<file path="src/icacheGeomPkg.sv">
package icacheGeomPkg;

    // Cache organisation.
    localparam int numWays      = 4;
    localparam int numSets      = 128;
    localparam int wordsPerLine = 8;

    // Upper part of the physical address.
    typedef logic [19:0] tagT;

    // Set number taken from the page offset.
    typedef logic [6:0] indexT;

    // Byte position inside a 32-byte line.
    typedef logic [4:0] offsetT;

    // Index followed by offset.
    typedef logic [$bits(indexT)+$bits(offsetT)-1:0] pgOffsetT;

    typedef logic [$bits(tagT)+$bits(pgOffsetT)-1:0] addrT;

    typedef logic [31:0] wordT;

    // Word 0 sits in the low bits.
    typedef logic [wordsPerLine*$bits(wordT)-1:0] lineT;

    typedef logic [1:0] wayT;

endpackage

</file>
<file path="src/icacheCtrlPkg.sv">
package icacheCtrlPkg;

    // Age of a way within its set, 0 is the most recently used.
    typedef logic [1:0] ageT;

    // Ages stop counting here.
    localparam ageT ageMax = 2'd3;

    // Fetch sequence.
    // A hit goes IDLE, LOOKUP, IDLE.
    // A miss goes IDLE, LOOKUP, SELECT, REFILL, IDLE.
    typedef enum logic [1:0] {
        IDLE,
        LOOKUP,
        SELECT,
        REFILL
    } fetchStateT;

endpackage

</file>
<file path="src/wayInfoIf.sv">
`timescale 1ns/100ps

interface wayInfoIf;

    logic                              readEn;
    logic                              writeEn;
    icacheGeomPkg::indexT              index;

    // Set contents, valid one cycle after readEn.
    icacheGeomPkg::tagT                tags [icacheGeomPkg::numWays];
    icacheCtrlPkg::ageT                ages [icacheGeomPkg::numWays];
    logic [icacheGeomPkg::numWays-1:0] valid;

    // Replacement contents for the whole set.
    icacheGeomPkg::tagT                newTags [icacheGeomPkg::numWays];
    icacheCtrlPkg::ageT                newAges [icacheGeomPkg::numWays];
    logic [icacheGeomPkg::numWays-1:0] newValid;

    modport store (
        input  readEn, writeEn, index,
        input  newTags, newAges, newValid,
        output tags, ages, valid
    );

    modport user (
        output readEn, writeEn, index,
        output newTags, newAges, newValid,
        input  tags, ages, valid
    );

endinterface

</file>
<file path="src/replacePolicy.sv">
`timescale 1ns/100ps

module replacePolicy (
    input  icacheGeomPkg::tagT         tag,
    input  icacheGeomPkg::tagT         tags [icacheGeomPkg::numWays],
    input  icacheCtrlPkg::ageT         ages [icacheGeomPkg::numWays],
    input  logic [icacheGeomPkg::numWays-1:0] valid,
    output logic                       hit,
    output icacheGeomPkg::wayT         hitWay,
    output icacheGeomPkg::wayT         victimWay,
    output icacheCtrlPkg::ageT         newAges [icacheGeomPkg::numWays]
);

    logic [icacheGeomPkg::numWays-1:0] hitVec;
    icacheGeomPkg::wayT                oldestWay;
    icacheGeomPkg::wayT                touchedWay;
    logic                              touchedValid;
    icacheCtrlPkg::ageT                touchedAge;

    always_comb begin
        for (int w = 0; w < icacheGeomPkg::numWays; w++) begin
            hitVec[w] = valid[w] && (tags[w] == tag);
        end
    end

    assign hit = |hitVec;

    always_comb begin
        hitWay = '0;
        for (int w = icacheGeomPkg::numWays - 1; w >= 0; w--) begin
            if (hitVec[w]) begin
                hitWay = icacheGeomPkg::wayT'(w);
            end
        end
    end

    // Strict compare keeps the lowest way on equal ages.
    always_comb begin
        oldestWay = '0;
        for (int w = 1; w < icacheGeomPkg::numWays; w++) begin
            if (ages[w] > ages[oldestWay]) begin
                oldestWay = icacheGeomPkg::wayT'(w);
            end
        end
    end

    // An empty way is always preferred over the oldest one.
    always_comb begin
        victimWay = oldestWay;
        for (int w = icacheGeomPkg::numWays - 1; w >= 0; w--) begin
            if (!valid[w]) begin
                victimWay = icacheGeomPkg::wayT'(w);
            end
        end
    end

    assign touchedWay   = hit ? hitWay : victimWay;
    assign touchedValid = valid[touchedWay];
    assign touchedAge   = ages[touchedWay];

    always_comb begin
        for (int w = 0; w < icacheGeomPkg::numWays; w++) begin
            if (icacheGeomPkg::wayT'(w) == touchedWay) begin
                newAges[w] = '0;
            end else if (!touchedValid) begin
                // Filling an empty way ages every live line.
                if (valid[w] && (ages[w] != icacheCtrlPkg::ageMax)) begin
                    newAges[w] = ages[w] + 1'b1;
                end else begin
                    newAges[w] = ages[w];
                end
            end else if (ages[w] < touchedAge) begin
                newAges[w] = ages[w] + 1'b1;
            end else begin
                newAges[w] = ages[w];
            end
        end
    end

endmodule

</file>
<file path="src/icacheControl.sv">
`timescale 1ns/100ps

module icacheControl (
    input  logic                    clk,
    input  logic                    resetn,
    input  icacheGeomPkg::pgOffsetT pgOffsetIn,
    input  logic                    pgOffsetValid,
    input  icacheGeomPkg::tagT      tagIn,
    input  logic                    tagValid,
    input  icacheGeomPkg::lineT     readLines [icacheGeomPkg::numWays],
    input  icacheGeomPkg::lineT     refillLine,
    input  logic                    dataRequestedReady,
    input  logic                    data2ICacheBlkReady,
    wayInfoIf.user                  ways,
    output logic                    dataReadEn,
    output logic                    dataWriteEn,
    output icacheGeomPkg::indexT    dataIndex,
    output icacheGeomPkg::wayT      dataWriteWay,
    output icacheGeomPkg::wordT     dataOut,
    output logic                    dataOutReady,
    output logic                    busy,
    output icacheGeomPkg::addrT     addr2Cache2,
    output logic                    addr2Cache2Valid
);

    icacheCtrlPkg::fetchStateT state;

    icacheGeomPkg::tagT       fetchTag;
    icacheGeomPkg::pgOffsetT  fetchPgOffset;
    icacheGeomPkg::indexT     fetchIndex;
    icacheGeomPkg::offsetT    fetchOffset;
    icacheGeomPkg::indexT     lineIndex;

    logic                     accept;
    logic                     refillDone;
    logic                     hit;
    icacheGeomPkg::wayT       hitWay;
    icacheGeomPkg::wayT       victimWay;
    icacheCtrlPkg::ageT       policyAges [icacheGeomPkg::numWays];

    // Way information carried from LOOKUP into SELECT.
    icacheGeomPkg::wayT       savedVictim;
    icacheGeomPkg::tagT       savedTags [icacheGeomPkg::numWays];
    icacheCtrlPkg::ageT       savedAges [icacheGeomPkg::numWays];
    logic [icacheGeomPkg::numWays-1:0] savedValid;

    icacheGeomPkg::lineT      outLine;
    logic [$clog2(icacheGeomPkg::wordsPerLine)-1:0] wordSel;

    assign accept = (state == icacheCtrlPkg::IDLE) && pgOffsetValid && tagValid;
    assign refillDone = (state == icacheCtrlPkg::REFILL)
                        && dataRequestedReady && data2ICacheBlkReady;

    assign {fetchIndex, fetchOffset} = fetchPgOffset;
    assign wordSel = fetchOffset[4:2];

    // Reads only start in IDLE, so the incoming index never meets a write.
    assign lineIndex = accept ? pgOffsetIn[11:5] : fetchIndex;

    replacePolicy policy (
        .tag       (fetchTag),
        .tags      (ways.tags),
        .ages      (ways.ages),
        .valid     (ways.valid),
        .hit       (hit),
        .hitWay    (hitWay),
        .victimWay (victimWay),
        .newAges   (policyAges)
    );

    always_ff @(posedge clk) begin
        if (!resetn) begin
            state <= icacheCtrlPkg::IDLE;
        end else begin
            case (state)
                icacheCtrlPkg::IDLE: begin
                    if (accept) begin
                        state <= icacheCtrlPkg::LOOKUP;
                    end
                end
                icacheCtrlPkg::LOOKUP: begin
                    state <= hit ? icacheCtrlPkg::IDLE : icacheCtrlPkg::SELECT;
                end
                icacheCtrlPkg::SELECT: begin
                    state <= icacheCtrlPkg::REFILL;
                end
                default: begin
                    if (refillDone) begin
                        state <= icacheCtrlPkg::IDLE;
                    end
                end
            endcase
        end
    end

    always_ff @(posedge clk) begin
        if (accept) begin
            fetchTag      <= tagIn;
            fetchPgOffset <= pgOffsetIn;
        end
        if (state == icacheCtrlPkg::LOOKUP) begin
            savedVictim <= victimWay;
            savedTags   <= ways.tags;
            savedAges   <= policyAges;
            savedValid  <= ways.valid;
        end
    end

    assign ways.readEn  = accept;
    assign ways.writeEn = ((state == icacheCtrlPkg::LOOKUP) && hit)
                          || (state == icacheCtrlPkg::SELECT);
    assign ways.index   = lineIndex;

    // A hit only rewrites ages, a miss claims the victim way.
    always_comb begin
        for (int w = 0; w < icacheGeomPkg::numWays; w++) begin
            if (state == icacheCtrlPkg::SELECT) begin
                ways.newTags[w]  = (icacheGeomPkg::wayT'(w) == savedVictim) ? fetchTag
                                                                             : savedTags[w];
                ways.newAges[w]  = savedAges[w];
                ways.newValid[w] = savedValid[w] || (icacheGeomPkg::wayT'(w) == savedVictim);
            end else begin
                ways.newTags[w]  = ways.tags[w];
                ways.newAges[w]  = policyAges[w];
                ways.newValid[w] = ways.valid[w];
            end
        end
    end

    assign dataReadEn   = accept;
    assign dataWriteEn  = refillDone;
    assign dataIndex    = lineIndex;
    assign dataWriteWay = savedVictim;

    assign outLine = (state == icacheCtrlPkg::REFILL) ? refillLine : readLines[hitWay];
    assign dataOut = outLine[wordSel*$bits(icacheGeomPkg::wordT) +: $bits(icacheGeomPkg::wordT)];

    assign dataOutReady     = ((state == icacheCtrlPkg::LOOKUP) && hit) || refillDone;
    assign busy             = (state != icacheCtrlPkg::IDLE);
    assign addr2Cache2      = {fetchTag, fetchIndex, icacheGeomPkg::offsetT'(0)};
    assign addr2Cache2Valid = (state == icacheCtrlPkg::REFILL);

endmodule

</file>
<file path="src/flat_wrapper.sv">
// flat-port wrapper written by rule: the top's interface ports become plain ports
module icacheControl_flat 
  (clk, resetn, pgOffsetIn, pgOffsetValid, tagIn, tagValid, readLines, refillLine, dataRequestedReady, data2ICacheBlkReady, dataReadEn, dataWriteEn, dataIndex, dataWriteWay, dataOut, dataOutReady, busy, addr2Cache2, addr2Cache2Valid, ways_readEn, ways_writeEn, ways_index, ways_newTags, ways_newAges, ways_newValid, ways_tags, ways_ages, ways_valid);
  wayInfoIf ways_i ();
  input  logic clk;
  input  logic resetn;
  input  icacheGeomPkg::pgOffsetT pgOffsetIn;
  input  logic pgOffsetValid;
  input  icacheGeomPkg::tagT tagIn;
  input  logic tagValid;
  input  icacheGeomPkg::lineT readLines[icacheGeomPkg::numWays];
  input  icacheGeomPkg::lineT refillLine;
  input  logic dataRequestedReady;
  input  logic data2ICacheBlkReady;
  output logic dataReadEn;
  output logic dataWriteEn;
  output icacheGeomPkg::indexT dataIndex;
  output icacheGeomPkg::wayT dataWriteWay;
  output icacheGeomPkg::wordT dataOut;
  output logic dataOutReady;
  output logic busy;
  output icacheGeomPkg::addrT addr2Cache2;
  output logic addr2Cache2Valid;
  output wire logic [$bits(ways_i.readEn)-1:0] ways_readEn;
  output wire logic [$bits(ways_i.writeEn)-1:0] ways_writeEn;
  output wire logic [$bits(ways_i.index)-1:0] ways_index;
  output wire logic [$bits(ways_i.newTags)-1:0] ways_newTags;
  output wire logic [$bits(ways_i.newAges)-1:0] ways_newAges;
  output wire logic [$bits(ways_i.newValid)-1:0] ways_newValid;
  input wire logic [$bits(ways_i.tags)-1:0] ways_tags;
  input wire logic [$bits(ways_i.ages)-1:0] ways_ages;
  input wire logic [$bits(ways_i.valid)-1:0] ways_valid;
  assign ways_readEn = ways_i.readEn;
  assign ways_writeEn = ways_i.writeEn;
  assign ways_index = ways_i.index;
  assign ways_newTags = {>>{ways_i.newTags}};
  assign ways_newAges = {>>{ways_i.newAges}};
  assign ways_newValid = ways_i.newValid;
  assign ways_i.tags = {>>{ways_tags}};
  assign ways_i.ages = {>>{ways_ages}};
  assign ways_i.valid = ways_valid;
  icacheControl u_core (.clk(clk), .resetn(resetn), .pgOffsetIn(pgOffsetIn), .pgOffsetValid(pgOffsetValid), .tagIn(tagIn), .tagValid(tagValid), .readLines(readLines), .refillLine(refillLine), .dataRequestedReady(dataRequestedReady), .data2ICacheBlkReady(data2ICacheBlkReady), .ways(ways_i), .dataReadEn(dataReadEn), .dataWriteEn(dataWriteEn), .dataIndex(dataIndex), .dataWriteWay(dataWriteWay), .dataOut(dataOut), .dataOutReady(dataOutReady), .busy(busy), .addr2Cache2(addr2Cache2), .addr2Cache2Valid(addr2Cache2Valid));
endmodule
</file>
<file path="config.mk">
export PLATFORM = sky130hd
export DESIGN_NAME = icacheControl_flat
export DESIGN_NICKNAME = d
export VERILOG_FILES = /design/src/icacheGeomPkg.sv /design/src/icacheCtrlPkg.sv /design/src/wayInfoIf.sv /design/src/replacePolicy.sv /design/src/icacheControl.sv /design/src/flat_wrapper.sv
export SDC_FILE = /design/constraint.sdc
export NUM_CORES = 1
export LEC_CHECK = 0
export BUFFER_PORTS_ARGS = -buffer_cell sky130_fd_sc_hd__buf_2
export CORE_AREA = 2 2 616 618
export DETAILED_ROUTE_END_ITERATION = 10
export DIE_AREA = 0 0 618 620
export SLEW_MARGIN = 10
export SYNTH_ARGS = -nofsm -noshare
export SYNTH_HDL_FRONTEND = slang
export SYNTH_SLANG_ARGS = --single-unit
</file>
<file path="constraint.sdc">
create_clock -name clk -period 17.47 [get_ports clk]
set_clock_uncertainty 0.05 [all_clocks]
set_input_delay 3.494 -clock clk [delete_from_list [all_inputs] [get_ports clk]]
set_output_delay 3.494 -clock clk [all_outputs]
set_load 0.02 [all_outputs]
</file>
# == Word-level counts from Yosys, hierarchy flattened ==
# Index checks and enable logic that the tools add are counted.
# totals
regBits,128
inputBits,1410
out_inout_bits,179
word_cells,142
# op_classes
addsub,4
n_lt_le_gt_ge,12
n_eq_ne,18
shift,1
n_mux,64
bitwise,4
n_reduce_logical,26
# ops
operator,n
$mux 256,3
$bmux 256 s2,1
$shiftx 256x9->32,1
$mux 20,8
$eq 20x20->1,4
$mux 2,40
$logic_and 1x1->1,13
$bmux 2 s2,3
$ge 3x3->1 const B,4
$not 2->3,4
$add 2x1->2 const B,4
$eq 2x2->1 const A,4
$lt 2x2->1,4
$ne 2x2->1 const B,4
$mux 7,1
$gt 2x2->1,3
$logic_not 2->1,3
$logic_or 1x1->1,6
$mux 1,6
$pmux 2 s3,1
$eq 1x2->1 const A,2
$eq 2x2->1 const B,2
$reduce_bool 4->1,1
$reduce_or 4->1,1
other kinds (6),6

# == Logic depth before layout (Yosys ltp) ==
# Gate-level depths: netlist of run 1.
# logic_depth
ltp_word,28
mapped_depth,27
mapped_depth_nobuf,27

# == Cells and area by module ==
# From an unflattened synthesis of run 1, not the netlist that was laid out.
# unflattened
cells_unflattened,1783
area_unflattened_um2,18535.3
# by_module_without_submodules
mod,instances,cells_each,area_each_um2,seq_area_each_um2
icacheControl,1,1532,16619.7,3763.6
replacePolicy,1,251,1915.6,0.0

# == Worst setup path after synthesis of run 1 ==
# No wires, ideal clock.
# synth_path
path_type,input to output
start,input port ways_ages[5]
end,output port ways_newAges[6]
arrival_time_ns,8.447
required_ns,13.926
slack_ns,5.479
path_stages,22
path_buffers,0
path_cell_list,inv_1 ha_1 o22ai_1 o21ai_0 ha_1 nor2b_1 a2bb2oi_1 nor2_1 a21oi_1 ha_1 nor2b_1 o21ai_0 o211ai_1 a31oi_1 a21oi_1 o21ai_0 mux2_2 mux2i_1 ha_1 a21oi_1 a211oi_1 o41ai_1
# synth_between
elab_chain_len,28
word_cells_on_any_way,31
cone_classes,order compare: 4; mux: 23; bitwise: 3; reduce/logical: 1
# synth_lines
element,line,rtl
start: declaration,flat_wrapper.sv:31,input wire logic [$bits(ways_i.ages)-1:0] ways_ages;
$gt 2x2->1,replacePolicy.sv:41,if (ages[w] > ages[oldestWay]) begin
$mux 1,replacePolicy.sv:41,
$not 2->3 (not written as such),replacePolicy.sv:41,
$bmux 2 s2,replacePolicy.sv:41,
$mux 2 (not written as such) (2 in series),replacePolicy.sv:41,
$gt 2x2->1,replacePolicy.sv:41,
$mux 2,replacePolicy.sv:41,
$not 2->3 (not written as such),replacePolicy.sv:41,
[... 10 more ...],n/a,
$not 2->3 (not written as such),replacePolicy.sv:59,assign touchedAge = ages[touchedWay];
$bmux 2 s2,replacePolicy.sv:59,
$mux 2 (not written as such) (2 in series),replacePolicy.sv:59,
$lt 2x2->1,replacePolicy.sv:72,end else if (ages[w] < touchedAge) begin
$mux 2,replacePolicy.sv:72,
$mux 2,replacePolicy.sv:65,end else if (!touchedValid) begin
$mux 2 (*),replacePolicy.sv:63,if (icacheGeomPkg::wayT'(w) == touchedWay) begin
$mux 2 (*),icacheControl.sv:117,if (state == icacheCtrlPkg::SELECT) begin
end: declaration,flat_wrapper.sv:28,output wire logic [$bits(ways_i.newAges)-1:0] ways_newAges;
# Mark *: on every way between the ends. The rest lies on a longest branch, timed or not. The select of a mux whose other input is x is not followed.

# == Worst setup path after layout of run 1 ==
# layout_path
start,input port ways_ages[5]
end,output port ways_newAges[1]
# Same word-level chain as after synthesis.

==> flow_summary.ini, run 1 <==
[timing]
tightest_slew_ps = 1240
hold_viol = 0
slew_violations = 0
fmax_mhz = 75.3
relSlewSlack = 0.172
post-route-min-period_ps = 13270
timing.final.crit_share = 0.760
rsz0062_at_grt = no
finalSetupViolCount = 0
fin_tns_setup_ps = 0

[floorplanning]
io_pins = 1589
die_h_um = 620
coreArea_mm2 = 0.377
die_x_um = 618
initial_utilization = 0.0521
num_rows = 226
die_area_mm2 = 0.383

[cts]
post-cts-setup-buffers = 0
htree_levels = 4
clock_latency_ps = 550
cts-hold-fix-buffers = 0
cts_tree = yes
cts-resized-gates = 0
clockRootBuffer = clkbuf_16
cts_sinks = 126
cts_made_buffers = 25
cts.clk_slew.worst_paths_ps = 60
cts_buffer_depth = 3

[setup_path]
critical_path_class = in -> out
path_max_fanout = 6
critPathArrivalTime_ps = 9730
cp-start-kind = primary input
required_ps = 13930
end_kind = output pin

[logic_synthesis]
ys.warnings.count = 0
synthSimpleGateAreaFrac = 0.230
synth-compound-area-share = 0.164
syn-instance-count = 2566
synth_fa_ha_area_frac = 0.0127
ys_seq_area_frac = 0.192
synth_top_family_by_area = multiplexers
synth.distinct_cells = 71
synth_edf_count = 124
synthXorXnorAreaFrac = 0.0365
yosysTopAreaCellShare = 0.203
synth_area_leaders = mux2i_1 (20%), edfxtp_1 (19%), nand2_1 (11%), mux4_2 (6.1%), a21oi_1 (5.2%)
synth_largest_area_cell = mux2i_1
muxShareOfSynthArea = 0.296
yosysMostFrequentCell = nand2_1
async_reset_ff_frac = 0
synth_seq_cells = 126
syn_avg_cell_area_um2 = 7.66
synth_common_cells = nand2_1 (579), mux2i_1 (398), a21oi_1 (203), nand3_1 (145), clkbuf_1 (126)
synthesis.area_mm2 = 0.0197
synthFlopType = edfxtp_1

[layout]
nets = 5453
final_cell_count_no_fill = 9285
area_growth_pct = 78.2
drive_above_1_share = 0.467

[placed_design]
port-buffer-count = 1581
dp_hpwl_um = 331000
dp_cells = 9012
gp_congestion = 0.947

[power]
clkPwrFrac = 0.281
pwr_density_cell_mw_per_mm2 = 45.1
ir_drop_v = 0.0000531
seq_power_share = 0.238
leakage_uw = 0.0138
p_total_uw = 1580
swShare = 0.437
p_switching_uw = 690
pwr-share-comb = 0.481
internal-power_uw = 889

[drt]
vias = 30466
drtIter0Drc = 3070
wirelength_um = 365000
final_antenna_net_count = 0
wl_per_cell_um = 39.3
avgViaCountPerCell = 3.28
dr.pass1.iters = 5
drc = 0

[run_status]
status = finished clean

[grt]
globalRouteOverflowTotal = 0
antenna_found_initial = 511
grt_pass1_vias = 26176
track_usage = 0.181
grt_pass1_wl_um = 417000
grt_max_degree = 106

[job]
cap_violations = 0

[worst_hold_path]
min_path_type = reg -> reg
state kept, by name (all words and copies together) (netlist names):
| name | cells |
|---|---|
| u_core.state | 2 |
| u_core.savedAges | 8 |
| u_core.savedValid | 4 |
| u_core.dataWriteWay | 2 |
| u_core.fetchTag | 20 |
| u_core.fetchPgOffset | 10 |
| u_core.savedTags | 80 |
power by group through the flow:
stage / combinational, uW / clock, uW / sequential (uW)
final: 760 / 444 / 376
after global routing: 803 / 463 / 377
after CTS: 780 / 462 / 376
after detailed placement: 778 / 0 / 382
after global placement: 775 / 0 / 381
after floorplan: 285 / 0 / 378
stage by stage:
step | cell area [um^2] | hold slack, ps | setup WS, ps | util
4_1_cts | 34400 | 572 | 4080 | 0.0912
5_1_grt | 34800 | 610 | 3670 | 0.0923
6_report | 35000 | 589 | 4200 | 0.0928
2_1_floorplan | 19700 | 499 | 5480 | -
3_3_place_gp | 33800 | 602 | 4090 | 0.0895
3_5_place_dp | 33800 | 606 | 4100 | 0.0895
metal layers:
layer | share of wire | wire [um] | track usage | vias up
li1 | - | - | - | 12601
met1 | 0.33 | 120000 | 0.180 | 14301
met2 | 0.51 | 184000 | 0.327 | 2320
met3 | 0.12 | 43600 | 0.0877 | 960
met4 | 0.040 | 14600 | 0.0621 | 284
met5 | 0.0050 | 1830 | 0 | -
path summary, 6_finish.rpt:
path,cells past startpoint,slack [ps],to,startpoint
setup / recovery,27,4200,ways_newAges[1],ways_ages[5]
hold / removal,2,590,u_core.state[1],u_core.state[0]
setup reg to reg,11,11760,u_core.savedAges[7],u_core.fetchTag[0]
hold reg to reg,2,590,u_core.state[1],u_core.state[0]
placed cells by master (no fill, tap or decap), drive strengths merged, types with 6 or more instances in the layout:
cell	netlist	final
mux2i	398	398
nand2	579	579
nand4	30	30
and2	7	7
mux4	53	53
nor2b	16	16
o221ai	11	11
a2111oi	6	6
nor4	10	10
nor2	118	118
o22ai	33	33
xor2	11	11
o21ai	58	58
buf	138	1691
and3	56	56
a31oi	96	96
inv	17	18
o31ai	8	8
nand3	145	145
a32oi	8	8
o211ai	21	21
clkbuf	127	27
ha	20	20
a211oi	28	28
diode	0	241
nor3	20	20
nand2b	10	10
a221oi	11	11
edfxtp	124	124
a21oi	203	203
or3	17	17
mux2	56	56
xnor2	70	70
logic make-up after synthesis:
group / Yosys count
flip-flops: 126
XOR/XNOR: 81
AO/OA/AOI/OAI: 524
AND/OR/NAND/NOR: 1024
adder cells (fa/ha/maj): 20
other: 1
multiplexers: 507
buffers and inverters: 283
worst max-delay path: stages:
cell and delay, ps:
buf_2 140, inv_1 80, ha_1 310, o22ai_1 340, o21ai_0 200, ha_1 210
nor2b_1 130, a2bb2oi_1 360, nor2_1 90, a21oi_1 130, ha_1 250, nor2b_1 130
o21ai_0 200, o211ai_1 320, a31oi_1 380, a21oi_1 330, o21ai_0 260, buf_4 210
mux2_2 350, mux2i_1 370, ha_1 330, nor2_1 150, a2bb2oi_1 80, o21ai_0 150
mux2i_1 140, o31ai_1 320, buf_2 260
final cells by class:
type | instances | area [um^2]
antenna | 241 | 603
clock buffer | 27 | 633
clock inverter | 5 | 21.3
fill | 44477 | 342000
inverter | 18 | 70.1
multi-input combinational | 2161 | 14800
sequential | 126 | 3760
tap | 5016 | 6280
timing repair buffer | 1691 | 8840
No activity file was read; power rests on OpenSTA's default activity.
==> run 2, diff against run 1 <==
--- a/config.mk
+++ b/config.mk
@@ -6,9 +6,9 @@
 export NUM_CORES = 1
 export LEC_CHECK = 0
 export BUFFER_PORTS_ARGS = -buffer_cell sky130_fd_sc_hd__buf_2
-export CORE_AREA = 2 2 616 618
+export CORE_AREA = 2 2 615 617
 export DETAILED_ROUTE_END_ITERATION = 10
-export DIE_AREA = 0 0 618 620
+export DIE_AREA = 0 0 617 619
 export SLEW_MARGIN = 10
 export SYNTH_ARGS = -nofsm -noshare
 export SYNTH_HDL_FRONTEND = slang
==> constraint.sdc (replaced) <==
create_clock -name clk -period 10.95 [get_ports clk]
set_clock_uncertainty 0.05 [all_clocks]
set_input_delay 2.19 -clock clk [delete_from_list [all_inputs] [get_ports clk]]
set_output_delay 2.19 -clock clk [all_outputs]
set_load 0.02 [all_outputs]
==> flow_summary.ini, run 2 (synthesis results as in run 1) <==
[run_status]
status = finished clean

[drt]
dr.pass1.iters = 6
vias = 30764
drc = 0
dr_wl_met2_um = 190000
final_antenna_net_count = 0
wirelength_um = 375000
wl_per_cell_um = 40.4
wl_met1_um = 124000
avgViaCountPerCell = 3.31
top_layer = met5
met3_length_um = 43300
drtIter0Drc = 2971

[placed_design]
dp_hpwl_um = 341000
dp_cells = 9011
gp_congestion = 0.944
port-buffer-count = 1581

[power]
ir_drop_v = 0.0000724
pwr_density_cell_mw_per_mm2 = 72.0
leakage_uw = 0.0139

[setup_path]
critical_path_class = in -> out
end_kind = output pin
cpPeakStageDelay_ps = 420
required_ps = 8710
crit_slowest_cell = o31ai_1
cp-start-kind = primary input
reg2reg_to = u_core.savedAges[7]
critPathArrivalTime_ps = 8050
r2r_start = u_core.fetchTag[9]
path_max_fanout = 6
rr_worst_depth = 17
path_buf_inv = 4
reg2reg_slack_ps = 5780
critPathLaunch = ways_ages[7]
crit_family = compound AO/OA/AOI/OAI gates

[grt]
antenna_found_initial = 535
grt_pass1_wl_um = 431000
globalRouteOverflowTotal = 0
track_usage = 0.188
grt_max_degree = 109
grt_pass1_vias = 27411

[worst_hold_path]
min_to = u_core.state[1]
min_path_type = reg -> reg
min_path_cells = 2
hold_start = u_core.state[0]

[cts]
cts-resized-gates = 0
htree_levels = 4
clockRootBuffer = clkbuf_16
cts_buffer_depth = 3
cts-hold-fix-buffers = 0
cts.clk_slew.worst_paths_ps = 40
cts_tree = yes
cts_made_buffers = 25
post-cts-setup-buffers = 0
cts_sinks = 126
clock_latency_ps = 540

[floorplanning]
die_x_um = 617
num_rows = 225
die_h_um = 619
initial_utilization = 0.0524
io_pins = 1589
coreArea_mm2 = 0.375
die_area_mm2 = 0.382

[layout]
area_growth_pct = 79.3
layout_commonest_cell = buf_2
drive_above_1_share = 0.471
top_regs = u_core.savedTags (80), u_core.fetchTag (20), u_core.fetchPgOffset (10)
final_cell_count_no_fill = 9284
nets = 5474
top_register = u_core.savedTags
largest_register_ffs = 80
layout_common_cells = buf_2 (1581), nand2_1 (577), mux2i_1 (398)

[timing]
slew_violations = 0
post-route-min-period_ps = 10290
hold_viol = 0
timing.final.crit_share = 0.940
rsz0062_at_grt = no
fin_tns_setup_ps = 0
relSlewSlack = 0.185
fmax_mhz = 97.2
tightest_slew_ps = 1190
finalSetupViolCount = 0

[job]
cap_violations = 0
## run 2: changes by cell type in the layout (fill, tap and decap cells not counted), sizes merged
| cell | change |
|---|---|
| buf | +21 |
| clkinv | -1 |
| clkbuf | +1 |
## run 2: how the worst max path moves through the flow
stage          slack (ps)  cells past startpoint         endpoint
6_report              660                     28  ways_newAges[1]
5_1_grt               360                     28  ways_newAges[1]
4_1_cts               670                     28  ways_newAges[1]
3_5_place_dp          700                     28  ways_newAges[1]
3_3_place_gp          730                     28  ways_newAges[1]
2_1_floorplan        1570                     22  ways_newAges[6]
## run 2: cell type report
cell class,count,area [um^2]
tap,4994,6250
sequential,126,3760
fill,44135,339000
clock inverter,4,16.3
antenna,241,603
timing repair buffer,1712,9060
clock buffer,28,637
multi-input combinational,2161,14800
inverter,18,70.1
## run 2: where the power goes
part	internal, uW	total [uW]	switching (uW)
Sequential	576	608	31.2
Combinational	439	1210	774
Clock	408	717	309
## run 2: stage by stage
| step | setup WS [ps] | util | hold WS [ps] | power, uW | cell area (um^2) |
|---|---|---|---|---|---|
| 6_report | 658 | 0.0940 | 605 | 2540 | 35200 |
| 4_1_cts | 671 | 0.0924 | 613 | 2610 | 34600 |
| 5_1_grt | 356 | 0.0934 | 638 | 2640 | 35000 |
| 3_3_place_gp | 734 | 0.0907 | 593 | 1860 | 34000 |
| 3_5_place_dp | 705 | 0.0907 | 603 | 1860 | 34000 |
| 2_1_floorplan | 1570 | - | 499 | 1060 | 19700 |
## run 2: tightest hold or removal path, cell delays in order (launching register included)
cell     delay, ps
dfxtp_1        390
nand3_1        100
o211a_1        130
## run 2: routing by layer
metal  global-route usage  vias to the layer above
met5                    0                        -
met4               0.0641                      274
met3               0.0845                     1035
met2                0.342                     2380
met1                0.188                    14451
li1                     -                    12624
